<file path="config.mk">
export PLATFORM = sky130hd
export DESIGN_NAME = req_decode
export DESIGN_NICKNAME = d
export VERILOG_FILES = /design/src/hw/link_pkg.sv /design/src/hw/endpoint_pkg.sv /design/src/hw/req_decode.sv
export SDC_FILE = /design/constraint.sdc
export NUM_CORES = 1
export LEC_CHECK = 0
export ABC_CLOCK_PERIOD_IN_PS = 1400
export BUFFER_PORTS_ARGS = -buffer_cell sky130_fd_sc_hd__buf_2
export CAP_MARGIN = 30
export CELL_PAD_IN_SITES_DETAIL_PLACEMENT = 2
export CELL_PAD_IN_SITES_GLOBAL_PLACEMENT = 2
export CORE_MARGIN = 4
export CORE_UTILIZATION = 26
export CTS_CLUSTER_SIZE = 14
export DETAILED_ROUTE_END_ITERATION = 10
export PLACE_DENSITY_LB_ADDON = 0.3
export SLEW_MARGIN = 20
export SYNTH_ARGS = -nofsm -noshare
export SYNTH_HDL_FRONTEND = slang
export SYNTH_SLANG_ARGS = --single-unit
export TNS_END_PERCENT = 10
</file>
<file path="constraint.sdc">
create_clock -name clk_i -period 1.4 [get_ports clk_i]
set_input_delay 0.28 -clock clk_i [delete_from_list [all_inputs] [get_ports clk_i]]
set_output_delay 0.28 -clock clk_i [all_outputs]
set_load 0.01 [all_outputs]
</file>
<file path="src/hw/link_pkg.sv">
// link packet formats
package link_pkg;

  // fixed widths of the link format
  localparam int data_width_lp = 32;
  localparam int addr_width_lp = 10;
  localparam int cord_width_lp = 4;

  // data word carried by both packet types
  typedef logic [data_width_lp-1:0] data_t;

  // word address into the endpoint memory
  typedef logic [addr_width_lp-1:0] addr_t;

  // x or y position of a tile
  typedef logic [cord_width_lp-1:0] cord_t;

  // request on the forward link, 52 bits
  typedef struct packed {
    logic [1:0] op;
    addr_t      addr;
    data_t      data;
    cord_t      src_x;
    cord_t      src_y;
  } fwd_pkt_s;

  // response on the return link, 42 bits
  typedef struct packed {
    logic [1:0] kind;
    data_t      data;
    cord_t      dest_x;
    cord_t      dest_y;
  } rev_pkt_s;

endpackage

</file>
<file path="src/hw/endpoint_pkg.sv">
// endpoint request and result types
package endpoint_pkg;

  import link_pkg::*;

  typedef enum logic [1:0] {
    op_load   = 2'd0,
    op_store  = 2'd1,
    op_amoadd = 2'd2
  } op_e;

  typedef enum logic [1:0] {
    rev_load  = 2'd0,
    rev_store = 2'd1,
    rev_amo   = 2'd2,
    rev_error = 2'd3
  } rev_kind_e;

  // phase of the execute stage
  typedef enum logic [1:0] {
    exec_idle,
    exec_read,
    exec_write
  } exec_state_e;

  // classified request handed to the execute stage
  typedef struct packed {
    op_e   op;
    addr_t addr;
    data_t data;
    cord_t src_x;
    cord_t src_y;
    logic  in_range;
  } exec_req_s;

  typedef struct packed {
    rev_kind_e kind;
    data_t     data;
    cord_t     dest_x;
    cord_t     dest_y;
  } exec_res_s;

endpackage

</file>
<file path="src/hw/req_decode.sv">
// forward request decode
`timescale 1ns/1ps

module req_decode
  import link_pkg::*, endpoint_pkg::*;
 #(parameter int mem_els_p = 256
  )
  (input  logic      clk_i
  ,input  logic      rst_i
  ,input  logic      fwd_v_i
  ,input  fwd_pkt_s  fwd_pkt_i
  ,output logic      fwd_ready_o
  ,output logic      dec_v_o
  ,output exec_req_s dec_req_o
  ,input  logic      exe_ready_i
  );

  logic      dec_v_r;
  exec_req_s dec_req_r;
  exec_req_s dec_req_n;
  logic      op_known;
  logic      addr_ok;

  // room when empty or when the held request leaves this cycle
  assign fwd_ready_o = ~dec_v_r | exe_ready_i;

  always_comb
  begin
    op_known = (fwd_pkt_i.op == op_load) | (fwd_pkt_i.op == op_store)
             | (fwd_pkt_i.op == op_amoadd);
    addr_ok = 32'(fwd_pkt_i.addr) < mem_els_p;
    dec_req_n.op = op_e'(fwd_pkt_i.op);
    dec_req_n.addr = fwd_pkt_i.addr;
    dec_req_n.data = fwd_pkt_i.data;
    dec_req_n.src_x = fwd_pkt_i.src_x;
    dec_req_n.src_y = fwd_pkt_i.src_y;
    // an unknown op is answered like a bad address
    dec_req_n.in_range = op_known & addr_ok;
  end

  always_ff @(posedge clk_i)
  begin
    if (rst_i)
      dec_v_r <= 1'b0;
    else if (fwd_ready_o)
      dec_v_r <= fwd_v_i;
  end

  always_ff @(posedge clk_i)
  begin
    if (fwd_v_i & fwd_ready_o)
      dec_req_r <= dec_req_n;
  end

  assign dec_v_o   = dec_v_r;
  assign dec_req_o = dec_req_r;

endmodule

</file>
### Yosys cells after proc, flatten, opt, wreduce, memory -nomap -nowiden

Index checks and enable logic that the tools add are counted.
Widths: inputs -> output; s select.

| word-level totals | value |
|---|---|
| flip-flop bits (word level) | 54 |
| input port bits | 56 |
| word-level logic and storage cells | 17 |
| output and inout port bits | 55 |

| cells by class | value |
|---|---|
| bitwise operators | 6 |
| eq/ne operators | 2 |
| order comparisons | 1 |
| reduce and logical (&&, ||, !) cells | 1 |

Operators by type and width:

| cell | count |
|---|---|
| $lt 10x9->1 const B | 1 |
| $or 1x1->1 | 3 |
| $and 1x1->1 | 2 |
| $eq 2x1->1 const B | 1 |
| $eq 2x2->1 const B | 1 |
| $logic_not 2->1 | 1 |
| $not 1->1 | 1 |

### Depth between registers and ports, before layout

Gate-level depths: netlist of run 1.

| depth | value |
|---|---|
| depth in word-level cells | 4 |
| gate-level depth with buffers | 2 |
| depth with buffers taken out | 2 |

### Worst setup path before layout of run 1

Ideal clock, no wire load.

| path | value |
|---|---|
| path kind | reg-to-reg |
| start | reg dec_v_r, in the netlist dec_v_o |
| end | reg dec_req_r, in the netlist dec_req_o[0] (enable) |
| clock period less this slack | 1.304 ns |
| arrival time | 0.930 ns |
| library setup time | 0.373 ns |
| cell stages (with the launch flop) | 3 |
| data required time | 1.027 ns |
| buffers on the path | 0 |
| path slack | 0.096 ns |
| path through | dfxtp_1 -> nand2b_4 -> and2_4 |

| on the way | value |
|---|---|
| word-level cells in the longest chain between the ends | 3 |

RTL lines:

| what | line | RTL |
|---|---|---|
| from (decl) | req_decode.sv:18 | `logic dec_v_r;` |
| from (signal assigned) | req_decode.sv:46 | `dec_v_r <= fwd_v_i;` |
| $not 1->1 | req_decode.sv:25 | `assign fwd_ready_o = ~dec_v_r \| exe_ready_i;` |
| $or 1x1->1 | req_decode.sv:25 |  |
| named net fwd_ready_o | req_decode.sv:12 | `,output logic fwd_ready_o` |
| $and 1x1->1 | req_decode.sv:51 | `if (fwd_v_i & fwd_ready_o)` |
| to (signal assigned) | req_decode.sv:52 | `dec_req_r <= dec_req_n;` |
| to (decl) | req_decode.sv:19 | `exec_req_s dec_req_r;` |

The timed path passes the listed nets, and every way through them passes these cells.
A chain may end at the register's enable or synchronous reset.

### Worst setup path in the final report of run 1

| path | value |
|---|---|
| start | reg dec_v_r, in the netlist dec_v_o |
| end | out fwd_ready_o |

| on the way | value |
|---|---|
| word-level cells in the longest chain between the ends | 2 |

RTL lines:

| what | line |
|---|---|
| $not 1->1 | req_decode.sv:25 |
| $or 1x1->1 | req_decode.sv:25 |
| to (decl) | req_decode.sv:12 |

No other way between the ends.

==> impl_summary.md, run 1 <==
Status
The flow ran to the end, and the final reports show no timing, DRC or antenna violations.

Die
The core region is 6060 um^2. In this run the count of I/O pins placed on the die edge is 111. The horizontal extent of the die is 87.8 um. The overall die area is 7700 um^2. The floorplan has 28 rows. For this configuration, the core starts out at a cell density of 0.273.

The die extent in y is 87.8 um.

Route
The via total after detailed routing is 1034. For this run, design rule violations remaining after detail routing come to 0. The via density per instance is 4.07.

The final layout contains routed wiring with a total length of 4.27 mm. The DRC marker count from the first detailed-route iteration is 24. The count of nets left with antenna violations once routing finished came out at 0.

The wire length per cell after detailed routing is 16.8 um. The detailed-routing iteration count for the pre-antenna-repair pass is 4.

Worst setup path
The worst register-to-register path has a setup slack of 0.24 ns. The required time of the critical path is 1.12 ns. Traced cell by cell, the critical path runs through nand2b_4, buf_2. In this run the worst setup path terminates at fwd_ready_o. STA classifies the critical path startpoint as a flop. The setup path with the least slack is of type reg2out. The worst register-to-register path begins at dec_v_o. The destination of the worst register-to-register timing path is dec_req_o[0]. The delay contributed by the slowest stage of the critical path is 0.39 ns. The arrival time at the worst endpoint is 0.90 ns. The critical path starts at dec_v_o.

In this run the worst path has a maximum fanout of 3. For the worst flop-to-flop path, the logic depth is 3. The element type at the critical path end is a primary output. In this design, the largest share of critical-path delay is due to flip-flops. The critical path crosses 2 cells after its start point. Together, buffers and inverters on the worst path number 1. On the critical path, the stage with the largest delay is an instance of sky130_fd_sc_hd__dfxtp_1.

Clock network
Counting the buffers created by CTS gives 5. The clock tree from TritonCTS is yes. The H-tree was split into 2 levels. The cell sitting at the root of the clock tree is a sky130_fd_sc_hd__clkbuf_8. CTS saw 54 sinks. The worst-case clock buffer depth is 2. After clock tree synthesis, the flow added hold-fix buffers numbering 0. The buffers inserted during post-CTS setup optimization is 0. The clock input transition at the sequential cells of the worst setup and hold paths is 0.09 ns. At the later pin of the worst-skew pair, clock insertion delay measures 0.30 ns. Post-CTS repair changed the size of 0 cells.

STA
The final period utilization is 0.844. The worst clock skew on the final layout is 0.00943 ns. After layout, the minimum clock period comes to 1.18 ns. The number of pins with negative max-slew slack in the final report is 0. Setup repair after global routing left no endpoint under its margin. The transition time at the pin with the least slew margin is 0.183 ns. Derived from the worst setup path, the maximum achievable clock frequency is 846 MHz.

The hold violation total from the final report came to 0. The setup TNS is 0 ns. The final setup violation count is 0.

The worst slew margin relative to its limit is 0.877.

Finish
The fraction of layout instances using a drive strength above 1 is 0.676. Registers take 1610 um^2. Relative to the synthesized area, the layout overhead comes to 47.8%. In the final layout, the multi-input gates occupy 38.8 um^2. In the final design database the tool counted 234 nets. The repair_antennas step left the layout with diodes totalling 0. The layout has 629 filler cells.

Logic synthesis
The number of nets handed over by synthesis was 115. Counting every instance in the synthesized netlist gives 59. The cell area that synthesis handed to floorplanning was 1650 um^2. For this run, the register share of the synthesized area comes to 0.974.

The register bit count reported by yosys is 54. The mean area per synthesized cell is 28.0 um^2. The Yosys step of the flow raised 0 warnings. Counting distinct cell types in the post-synthesis netlist gives 7.

Pwr
Summed over all nets, the switching power comes to 0.000648 W. The part of the total power dissipated in sequential elements is 0.597. The analysis attributes to cell leakage a power of 1.04 nW. Of the total power, combinational logic draws 0.089. The maximum vdd ir drop is 0.000531 V.

The proportion of power drawn by the clock network is 0.314. The internal power of the cells totals 0.00255 W. The switching share of power is 0.202. Power spread over the standard cell area amounts to 1310 nW/um^2. The completed layout was analyzed and its total power is 0.00320 W.

GRT
The first global-routing pass estimated 6.33 mm of wire. In this run the most used layer during global routing was met2. Global routing finished with a remaining overflow of 0. The met3 track demand over resource is 0.0593. For this run, the total global-route usage over all layers was measured as 0.112. Entering global routing, the biggest net connects 28 pins. The met2 demand-to-capacity share in global routing is 0.221. The initial antenna violation count is 0. The number of global-route vias before repair is 1222.

The met1 global-route usage is 0.0954.

Place
The routability-driven placement congestion ratio is 0.649. The number of port buffers is 110.

Job
The max-capacitance violation count is 0.

Worst hold path
The class of the most critical hold timing path is in2reg. The origin of the worst min-delay path is rst_i.
## state kept, by name, summed over array words and instances (netlist names)
register   cells
dec_req_o     53
dec_v_o        1
## worst register-to-register path, delay by kind of cell (launching register included)
family,cells,cell delay (ns)
flops,1,0.35
simple gates,2,0.30
buf+inv,1,0.20
## synthesized netlist by cell type
library cell | number | area share
sky130_fd_sc_hd__a211oi_1 | 1 | 0.0045
sky130_fd_sc_hd__a21oi_2 | 1 | 0.0053
sky130_fd_sc_hd__and2_4 | 1 | 0.0053
sky130_fd_sc_hd__dfxtp_1 | 1 | 0.012
sky130_fd_sc_hd__edfxtp_1 | 53 | 0.96
sky130_fd_sc_hd__inv_1 | 1 | 0.0023
sky130_fd_sc_hd__nand2b_4 | 1 | 0.0083
## cell usage in the layout (no fill, tap or decap), drive strengths merged
cell / count
buf: 112
edfxtp: 53
clkbuf: 7
nand2b: 1
a211oi: 1
inv: 1
a21oi: 1
and2: 1
bufinv: 1
dfxtp: 1
## cells by family after synthesis
group | Yosys count | synth area share
buf+inv | 1 | 0.00227
simple gates | 2 | 0.0136
compound gates | 2 | 0.00984
flops | 54 | 0.974
## how the worst min path moves through the flow
stage               cells after the start  endpoint
floorplan                               1   dec_v_o
global placement                        2   dec_v_o
detailed placement                      2   dec_v_o
finish                                  2   dec_v_o
CTS                                     2   dec_v_o
global route                            2   dec_v_o
## metrics by stage
stage	hold slack, ns	cells	area (um^2)	utilization	setup slack, ns
finish	0.121	254	2440	0.403	0.218
global route	0.104	254	2440	0.403	0.169
CTS	0.113	254	2440	0.403	0.204
detailed placement	0.442	246	2340	0.386	0.183
global placement	0.441	246	2340	0.386	0.214
floorplan	0.342	59	1650	-	0.0964
## layer usage
layer,vias to the layer above,wire [um]
met5,-,0
met4,0,48
met3,5,562
met2,70,2410
met1,488,1250
li1,471,-
## layout make-up
type                            instances  area share
Timing Repair Buffer                  112       0.242
Inverter                                1     0.00154
Clock inverter                          1      0.0123
Clock buffer                            7      0.0312
Multi-Input combinational cell          4      0.0159
Tap cell                               75      0.0384
Sequential cell                        54       0.659
## power by group through the flow
stage                     clock network [W]  registers, W  logic [W]
final                               0.00101       0.00191   0.000286
after global placement                    0       0.00194   0.000281
after global routing                0.00111       0.00192   0.000311
after floorplan                           0       0.00200  0.0000369
after CTS                           0.00103       0.00191   0.000295
after detailed placement                  0       0.00195   0.000293
Note: power is estimated with default switching activity, not from simulation.
==> run 2: changes to the inputs <==
--- a/config.mk
+++ b/config.mk
@@ -5,7 +5,7 @@
 export SDC_FILE = /design/constraint.sdc
 export NUM_CORES = 1
 export LEC_CHECK = 0
-export ABC_CLOCK_PERIOD_IN_PS = 1400
+export ABC_CLOCK_PERIOD_IN_PS = 1200
 export BUFFER_PORTS_ARGS = -buffer_cell sky130_fd_sc_hd__buf_2
 export CAP_MARGIN = 30
 export CELL_PAD_IN_SITES_DETAIL_PLACEMENT = 2
==> constraint.sdc (replaced) <==
create_clock -name clk_i -period 1.2 [get_ports clk_i]
set_input_delay 0.24 -clock clk_i [delete_from_list [all_inputs] [get_ports clk_i]]
set_output_delay 0.24 -clock clk_i [all_outputs]
set_load 0.01 [all_outputs]
==> run 2 against run 1 <==
Compared with the run above: sequential power grew 17%; setup slack lost 0.12 ns; hold slack lost 0.040 ns.
==> impl_summary.md, run 2 (synthesized netlist as in run 1, its figures left out) <==
Clock network
The cell at the root of the clock tree is sky130_fd_sc_hd__clkbuf_8 (unchanged). The clock sink total is 54 (unchanged). The number of instances resized during post-cts repair is 0 (unchanged).

The clock tree from TritonCTS is yes (unchanged). The worst-case clock buffer depth was 2 (unchanged). The clock input transition at the sequential cells of the worst setup and hold paths is 0.10 ns (was 0.09 ns). The buffers inserted during post-CTS setup optimization is 0 (unchanged).

The number of hold buffers added after CTS is 0 (unchanged). The number of levels the H-tree was split into is 2 (unchanged). The number of clock buffers inserted by TritonCTS is 5 (unchanged).

The clock latency reported for the late side of the worst-skew pair is 0.30 ns (about the same).

Route
The wire length per cell after detailed routing is 16.6 um (was 16.8 um). The count of antenna-violating nets left after detailed routing is 0 (unchanged). The detailed-routing iteration count for the pre-antenna-repair pass came to 3 (was 4). The via density per instance is 3.97 (was 4.07). The detailed-route wire length is 4.21 mm (was 4.27 mm). The via total after detailed routing was 1009 (was 1034). The DRC violation count after routing is 0 (unchanged).

The DRC marker count from the first detailed-route iteration is 38 (was 24).

Worst setup path
The arrival time at the worst endpoint came to 0.86 ns (was 0.90 ns). CP cell instances: nand2b_4, buf_2 (unchanged). The element type at the critical path end was a primary output (unchanged). The library cell contributing the largest single delay on the critical path was sky130_fd_sc_hd__dfxtp_2 (was sky130_fd_sc_hd__dfxtp_1). The number of buffers and inverters on the critical path is 1 (unchanged).

The required time of the critical path is 0.96 ns (was 1.12 ns). The category of the most critical setup path is reg2out (unchanged). The family with the most delay on the worst path is flip-flops (unchanged). The maximum fanout along the worst path came to 3 (unchanged). The kind of launch point of the worst setup path is a flop (unchanged). The delay contributed by the slowest stage of the critical path is 0.36 ns (was 0.39 ns).

Die
The die extent in y is 87.8 um (unchanged). The row count is 28 (unchanged). The overall die area came to 7700 um^2 (unchanged). The number of top-level pins was 111 (unchanged).

The initial core utilization was 0.273 (unchanged). The area of the core is 6060 um^2 (unchanged). The horizontal extent of the die came to 87.8 um (unchanged).

Finish
The multi-input logic area is 38.8 um^2 (unchanged). The layout overhead on the synthesized area was 46.7% (was 47.8%). The antenna diode count is 0 (unchanged). Leading cell types in the layout, fill and taps excluded: sky130_fd_sc_hd__buf_2 (110), sky130_fd_sc_hd__edfxtp_1 (53), sky130_fd_sc_hd__clkbuf_8 (5), sky130_fd_sc_hd__clkinv_2 (2), sky130_fd_sc_hd__buf_12 (2) (was sky130_fd_sc_hd__buf_2 (110), sky130_fd_sc_hd__edfxtp_1 (53), sky130_fd_sc_hd__clkbuf_8 (5), sky130_fd_sc_hd__clkbuf_1 (2), sky130_fd_sc_hd__buf_12 (2)). The fraction of layout instances using a drive strength above 1 is 0.693 (was 0.676). The fill cell instance count of the final layout is 629 (unchanged).

The number of nets in the layout is 234 (unchanged). The number of flip-flops under the largest register name is 53 (unchanged). The storage element area is 1610 um^2 (about the same). The most frequent standard cell in the layout excluding fill and tap cells is sky130_fd_sc_hd__buf_2 (unchanged).

Pwr
The part of the total power dissipated in sequential elements was 0.629 (was 0.597). The leakage power figure was 1.04 nW (about the same). The maximum vdd ir drop came to 0.000932 V (was 0.000531 V). The share of power burned in combinational logic was 0.094 (was 0.089). The switching component of the power came to 0.000771 W (was 0.000648 W). The cell internal power dissipation is 0.00277 W (was 0.00255 W). The switching share of power is 0.218 (was 0.202). The proportion of power drawn by the clock network came to 0.277 (was 0.314). The ratio of total power to cell area is 1460 nW/um^2 (was 1310 nW/um^2).

STA
The final period utilization is 0.918. The worst slew margin relative to its limit is 0.863 (was 0.877). Timing would allow up to 908 MHz. The smallest setup slack after layout is 0.0988 ns (was 0.218 ns).

The worst clock skew on the final layout is 0.0104 ns (was 0.00943 ns). Counting I/O delays and the setup requirement, the final critical path takes 1.10 ns. The final setup violation count is 0 (unchanged). The worst hold slack is 0.0813 ns (was 0.121 ns).

The number of pins with negative max-slew slack in the final report is 0 (unchanged). The hold violation total from the final report is 0 (unchanged). The transition time at the pin with the least slew margin is 0.204 ns (was 0.183 ns). Unrepaired setup endpoints after global routing: no (unchanged).

Worst hold path
The class of the most critical hold timing path is in2reg (unchanged).

GRT
The maximum number of pins on one net before global-route repair is 31 (was 28). The number of global-route vias before repair was 1158 (was 1222). The global-route wire length before repair came to 6.29 mm (was 6.33 mm). The total global routing overflow came to 0 (unchanged). The initial antenna violation count is 0 (unchanged). The total track usage is 0.112 (about the same).

Place
The routability-driven placement congestion ratio was 0.695 (was 0.649). After legalization and detailed placement, the total HPWL measured 3.45 mm. The worst slack at placement is 0.0586 ns (was 0.183 ns). The number of port buffers is 110 (unchanged).

Job
The max-capacitance violation count came to 0 (unchanged).

Status
Result of the run: completed (unchanged).
[run 2: changes by cell type in the layout (fill, tap and decap cells not counted), sizes merged]
| cell | before | now |
|---|---|---|
| bufinv | 1 | 0 |
| clkbuf | 7 | 5 |
| inv | 1 | 2 |
| clkinv | 0 | 2 |
[run 2: worst paths after layout]
kind	end	slack (ns)	startpoint	depth (start not counted)
hold / removal	dec_v_o	0.08	rst_i	2
setup / recovery	fwd_ready_o	0.1	dec_v_o	2
hold reg to reg	dec_v_o	0.50	dec_v_o	2
setup reg to reg	dec_req_o[0]	0.1	dec_v_o	3
[run 2: through the flow]
step | util | power, W | cells | area [um^2] | setup TNS, ns
6_report | 0.400 | 0.00354 | 254 | 2430 | 0
5_1_grt | 0.400 | 0.00372 | 254 | 2430 | 0
4_1_cts | 0.400 | 0.00361 | 254 | 2430 | 0
3_5_place_dp | 0.386 | 0.00262 | 246 | 2340 | 0
3_3_place_gp | 0.386 | 0.00259 | 246 | 2340 | 0
2_1_floorplan | - | 0.00238 | 59 | 1660 | -3.91
[run 2: power groups by stage]
stage / Clock (W) / Sequential (W) / Combinational, W
2_1_floorplan: 0 / 0.00233 / 0.0000431
3_3_place_gp: 0 / 0.00226 / 0.000329
3_5_place_dp: 0 / 0.00227 / 0.000343
4_1_cts: 0.00104 / 0.00223 / 0.000344
5_1_grt: 0.00111 / 0.00224 / 0.000363
6_report: 0.000978 / 0.00223 / 0.000332
[run 2: final cells by class]
type                       count  area share
sequential                    54       0.664
multi-input combinational      4      0.0160
clock inverter                 3     0.00773
timing repair buffer         112       0.243
clock buffer                   5      0.0284
inverter                       1     0.00155
tap                           75      0.0387
[run 2: layer usage]
metal | track usage | up-vias | part of all wire
met5 | 0 | - | 0
met1 | 0.103 | 469 | 0.31
met4 | 0.0335 | 0 | 0.0088
met2 | 0.207 | 65 | 0.54
met3 | 0.0649 | 4 | 0.14
li1 | - | 471 | -
==> run 3: changes to the inputs <==
==> constraint.sdc (replaced) <==
create_clock -name clk_i -period 1.2 [get_ports clk_i]
set_input_delay 0.06 -clock clk_i [delete_from_list [all_inputs] [get_ports clk_i]]
set_output_delay 0.06 -clock clk_i [all_outputs]
set_load 0.01 [all_outputs]
==> run 3 against run 2 <==
Compared with the run above: combinational power is 46% higher; first-iteration DRC count up 26%; final cell count grew 21%; clock skew down 0.0041 ns; wire length is 30% higher; die area unchanged; sequential share of layout area down 12 points; largest power group unchanged; critical path depth rose by 1; critical endpoint is now dec_req_o[23]; count of clock-buffer cells in the layout unchanged; largest cell class unchanged.
==> impl_summary.md, run 3 (synthesized netlist as in run 1, its figures left out) <==
Status
Result of the run: completed (unchanged).

Route
The routed length on met3 came to 523 um (was 578 um). The detailed-routing iteration count for the pre-antenna-repair pass came to 4 (was 3). The wire length per cell after detailed routing was 17.8 um (was 16.6 um). The count of antenna-violating nets left after detailed routing is 0 (unchanged). The wire length the detailed router placed on met1 is 1.69 mm (was 1.31 mm). The DRC marker count from the first detailed-route iteration is 48 (was 38).

The DRC violation count after routing is 0 (unchanged). The via density per instance is 4.02 (was 3.97). The highest routing layer actually used is met4 (unchanged). The via total after detailed routing is 1235 (was 1009). The length of routed met2 wiring is 3.18 mm (was 2.29 mm). The detailed-route wire length came to 5.47 mm (was 4.21 mm).

Finish
Leading cell types in the layout, fill and taps excluded: sky130_fd_sc_hd__buf_2 (110), sky130_fd_sc_hd__edfxtp_1 (53), sky130_fd_sc_hd__dlygate4sd3_1 (53), sky130_fd_sc_hd__clkbuf_8 (5) (was sky130_fd_sc_hd__buf_2 (110), sky130_fd_sc_hd__edfxtp_1 (53), sky130_fd_sc_hd__clkbuf_8 (5), sky130_fd_sc_hd__clkinv_2 (2), sky130_fd_sc_hd__buf_12 (2)). The most frequent standard cell in the layout excluding fill and tap cells is sky130_fd_sc_hd__buf_2 (unchanged). The area of all placed cells without fillers was 2960 um^2 (was 2430 um^2). The layout overhead on the synthesized area is 78.7% (was 46.7%). The number of nets in the layout is 287 (was 234).

The number of flip-flops under the largest register name is 53 (unchanged). The fraction of layout instances using a drive strength above 1 is 0.532 (was 0.693).

STA
The worst hold slack is 0.0300 ns (was 0.0813 ns). The smallest setup slack after layout is 0.0909 ns (was 0.0988 ns). The transition time at the pin with the least slew margin came to 0.196 ns (was 0.204 ns). The number of pins with negative max-slew slack in the final report came to 0 (unchanged).

The worst clock skew on the final layout was 0.00633 ns (was 0.0104 ns). The shortest clock period the worst path allows after layout is 1.11 ns (was 1.10 ns). The hold violation total from the final report is 0 (unchanged). The worst slew margin relative to its limit came to 0.868 (was 0.863). The maximum clock frequency came to 902 MHz (was 908 MHz). Unrepaired setup endpoints after global routing: no (unchanged). The final period utilization is 0.924 (was 0.918). The final setup violation count is 0 (unchanged).

GRT
The maximum number of pins on one net before global-route repair was 31 (unchanged). The number of global-route vias before repair is 1504 (was 1158). The global-route wire length before repair is 8.29 mm (was 6.29 mm). The total track usage is 0.149 (was 0.112). The total global routing overflow was 0 (unchanged). The initial antenna violation count is 1 (was 0).

Worst setup path
The kind of launch point of the worst setup path is a flop (unchanged). The family with the most delay on the worst path is flip-flops (unchanged). The required time of the critical path is 1.20 ns (was 0.96 ns). The destination of the worst register-to-register timing path was dec_req_o[23] (was dec_req_o[0]). The element type at the critical path end is a flop (was primary output). The setup slack on the worst flop-to-flop path is 0.09 ns (was 0.1 ns).

The arrival time at the worst endpoint is 1.11 ns (was 0.86 ns). The number of buffers and inverters on the critical path is 1 (unchanged). The origin of the critical flop-to-flop path is dec_v_o (unchanged). The delay contributed by the slowest stage of the critical path is 0.35 ns (was 0.36 ns).

The depth of the worst register-to-register path is 3 (unchanged). CP cell instances: nand2b_4, and2_4, buf_12 (was nand2b_4, buf_2). The category of the most critical setup path was reg2reg (was reg2out). The library cell contributing the largest single delay on the critical path is sky130_fd_sc_hd__dfxtp_2 (unchanged). The maximum fanout along the worst path is 30 (was 3).

Worst hold path
The number of cells on the worst hold path is 3 (was 2). The class of the most critical hold timing path was in2reg (unchanged). The origin of the worst min-delay path is fwd_v_i (was rst_i). The hold path endpoint is dec_v_o (unchanged).

Place
The number of port buffers is 110 (unchanged). The worst slack at placement was 0.120 ns (was 0.0586 ns). The estimated wirelength of the detail-placed design came to 3.43 mm (was 3.45 mm).

The routability-driven placement congestion ratio came to 0.701 (was 0.695). The instance area after placement is 2340 um^2 (unchanged).

Clock network
The worst-case clock buffer depth came to 2 (unchanged). The number of instances resized during post-cts repair came to 0 (unchanged). The cell at the root of the clock tree is sky130_fd_sc_hd__clkbuf_8 (unchanged). The clock tree from TritonCTS is yes (unchanged). The clock latency reported for the late side of the worst-skew pair is 0.30 ns (about the same).

The number of clock buffers inserted by TritonCTS was 5 (unchanged). The clock input transition at the sequential cells of the worst setup and hold paths is 0.09 ns (was 0.10 ns). The buffers inserted during post-CTS setup optimization is 0 (unchanged). The number of hold buffers added after CTS was 53 (was 0). The number of levels the H-tree was split into is 2 (unchanged). The clock sink total is 54 (unchanged).

Die
The row count is 28 (unchanged). The horizontal extent of the die is 87.8 um (unchanged). The overall die area is 7700 um^2 (unchanged).

The die extent in y is 87.8 um (unchanged). The number of top-level pins is 111 (unchanged). The area of the core is 6060 um^2 (unchanged). The initial core utilization is 0.273 (unchanged).

Pwr
The leakage power figure is 1.25 nW (was 1.04 nW). The maximum vdd ir drop came to 0.000795 V (was 0.000932 V). The total power of the final layout is 0.00368 W (was 0.00354 W).

The ratio of total power to cell area is 1240 nW/um^2 (was 1460 nW/um^2).

Job
The max-capacitance violation count came to 0 (unchanged).
-- run 3: worst max-delay path by stage --
stage / from / endpoint / depth (start not counted)
after floorplan: dec_v_o / dec_req_o[0] / 2
after global placement: dec_v_o / dec_req_o[51] / 3
after detailed placement: dec_v_o / dec_req_o[0] / 3
after CTS: dec_v_o / dec_req_o[0] / 3
after global routing: dec_v_o / dec_req_o[23] / 3
final: dec_v_o / dec_req_o[23] / 3
-- run 3: layer usage --
layer  up-vias  GRT usage
met5         -          0
li1        579          -
met4         0     0.0488
met2        69      0.295
met3         7     0.0574
met1       580      0.135
-- run 3: per-stage QoR --
step	util	setup TNS, ns	cells
floorplan	-	-3.91	59
global placement	0.386	0	246
detailed placement	0.386	0	246
CTS	0.487	0	306
global route	0.488	0	307
finish	0.488	0	307
-- run 3: layout make-up --
cell class	instances	area (um^2)
diodes	1	2.50
well taps	75	93.8
clock inverters	2	15.0
inverters	1	3.75
fillers	577	3100
clock buffers	5	68.8
flip-flops and latches	54	1610
multi-input cells	4	38.8
repair buffers	165	1120
-- run 3: report_power, final --
group          internal, W  leakage [nW]  switching, W  total [W]
clock             0.000399        0.0362      0.000565   0.000964
combinational     0.000268         0.692      0.000216   0.000485
sequential         0.00220         0.522     0.0000298    0.00223
-- run 3: worst register-to-register path: stages (launching register included) --
cell                       delay (ns)
sky130_fd_sc_hd__dfxtp_2         0.35
sky130_fd_sc_hd__nand2b_4        0.08
sky130_fd_sc_hd__and2_4          0.17
sky130_fd_sc_hd__buf_12          0.20
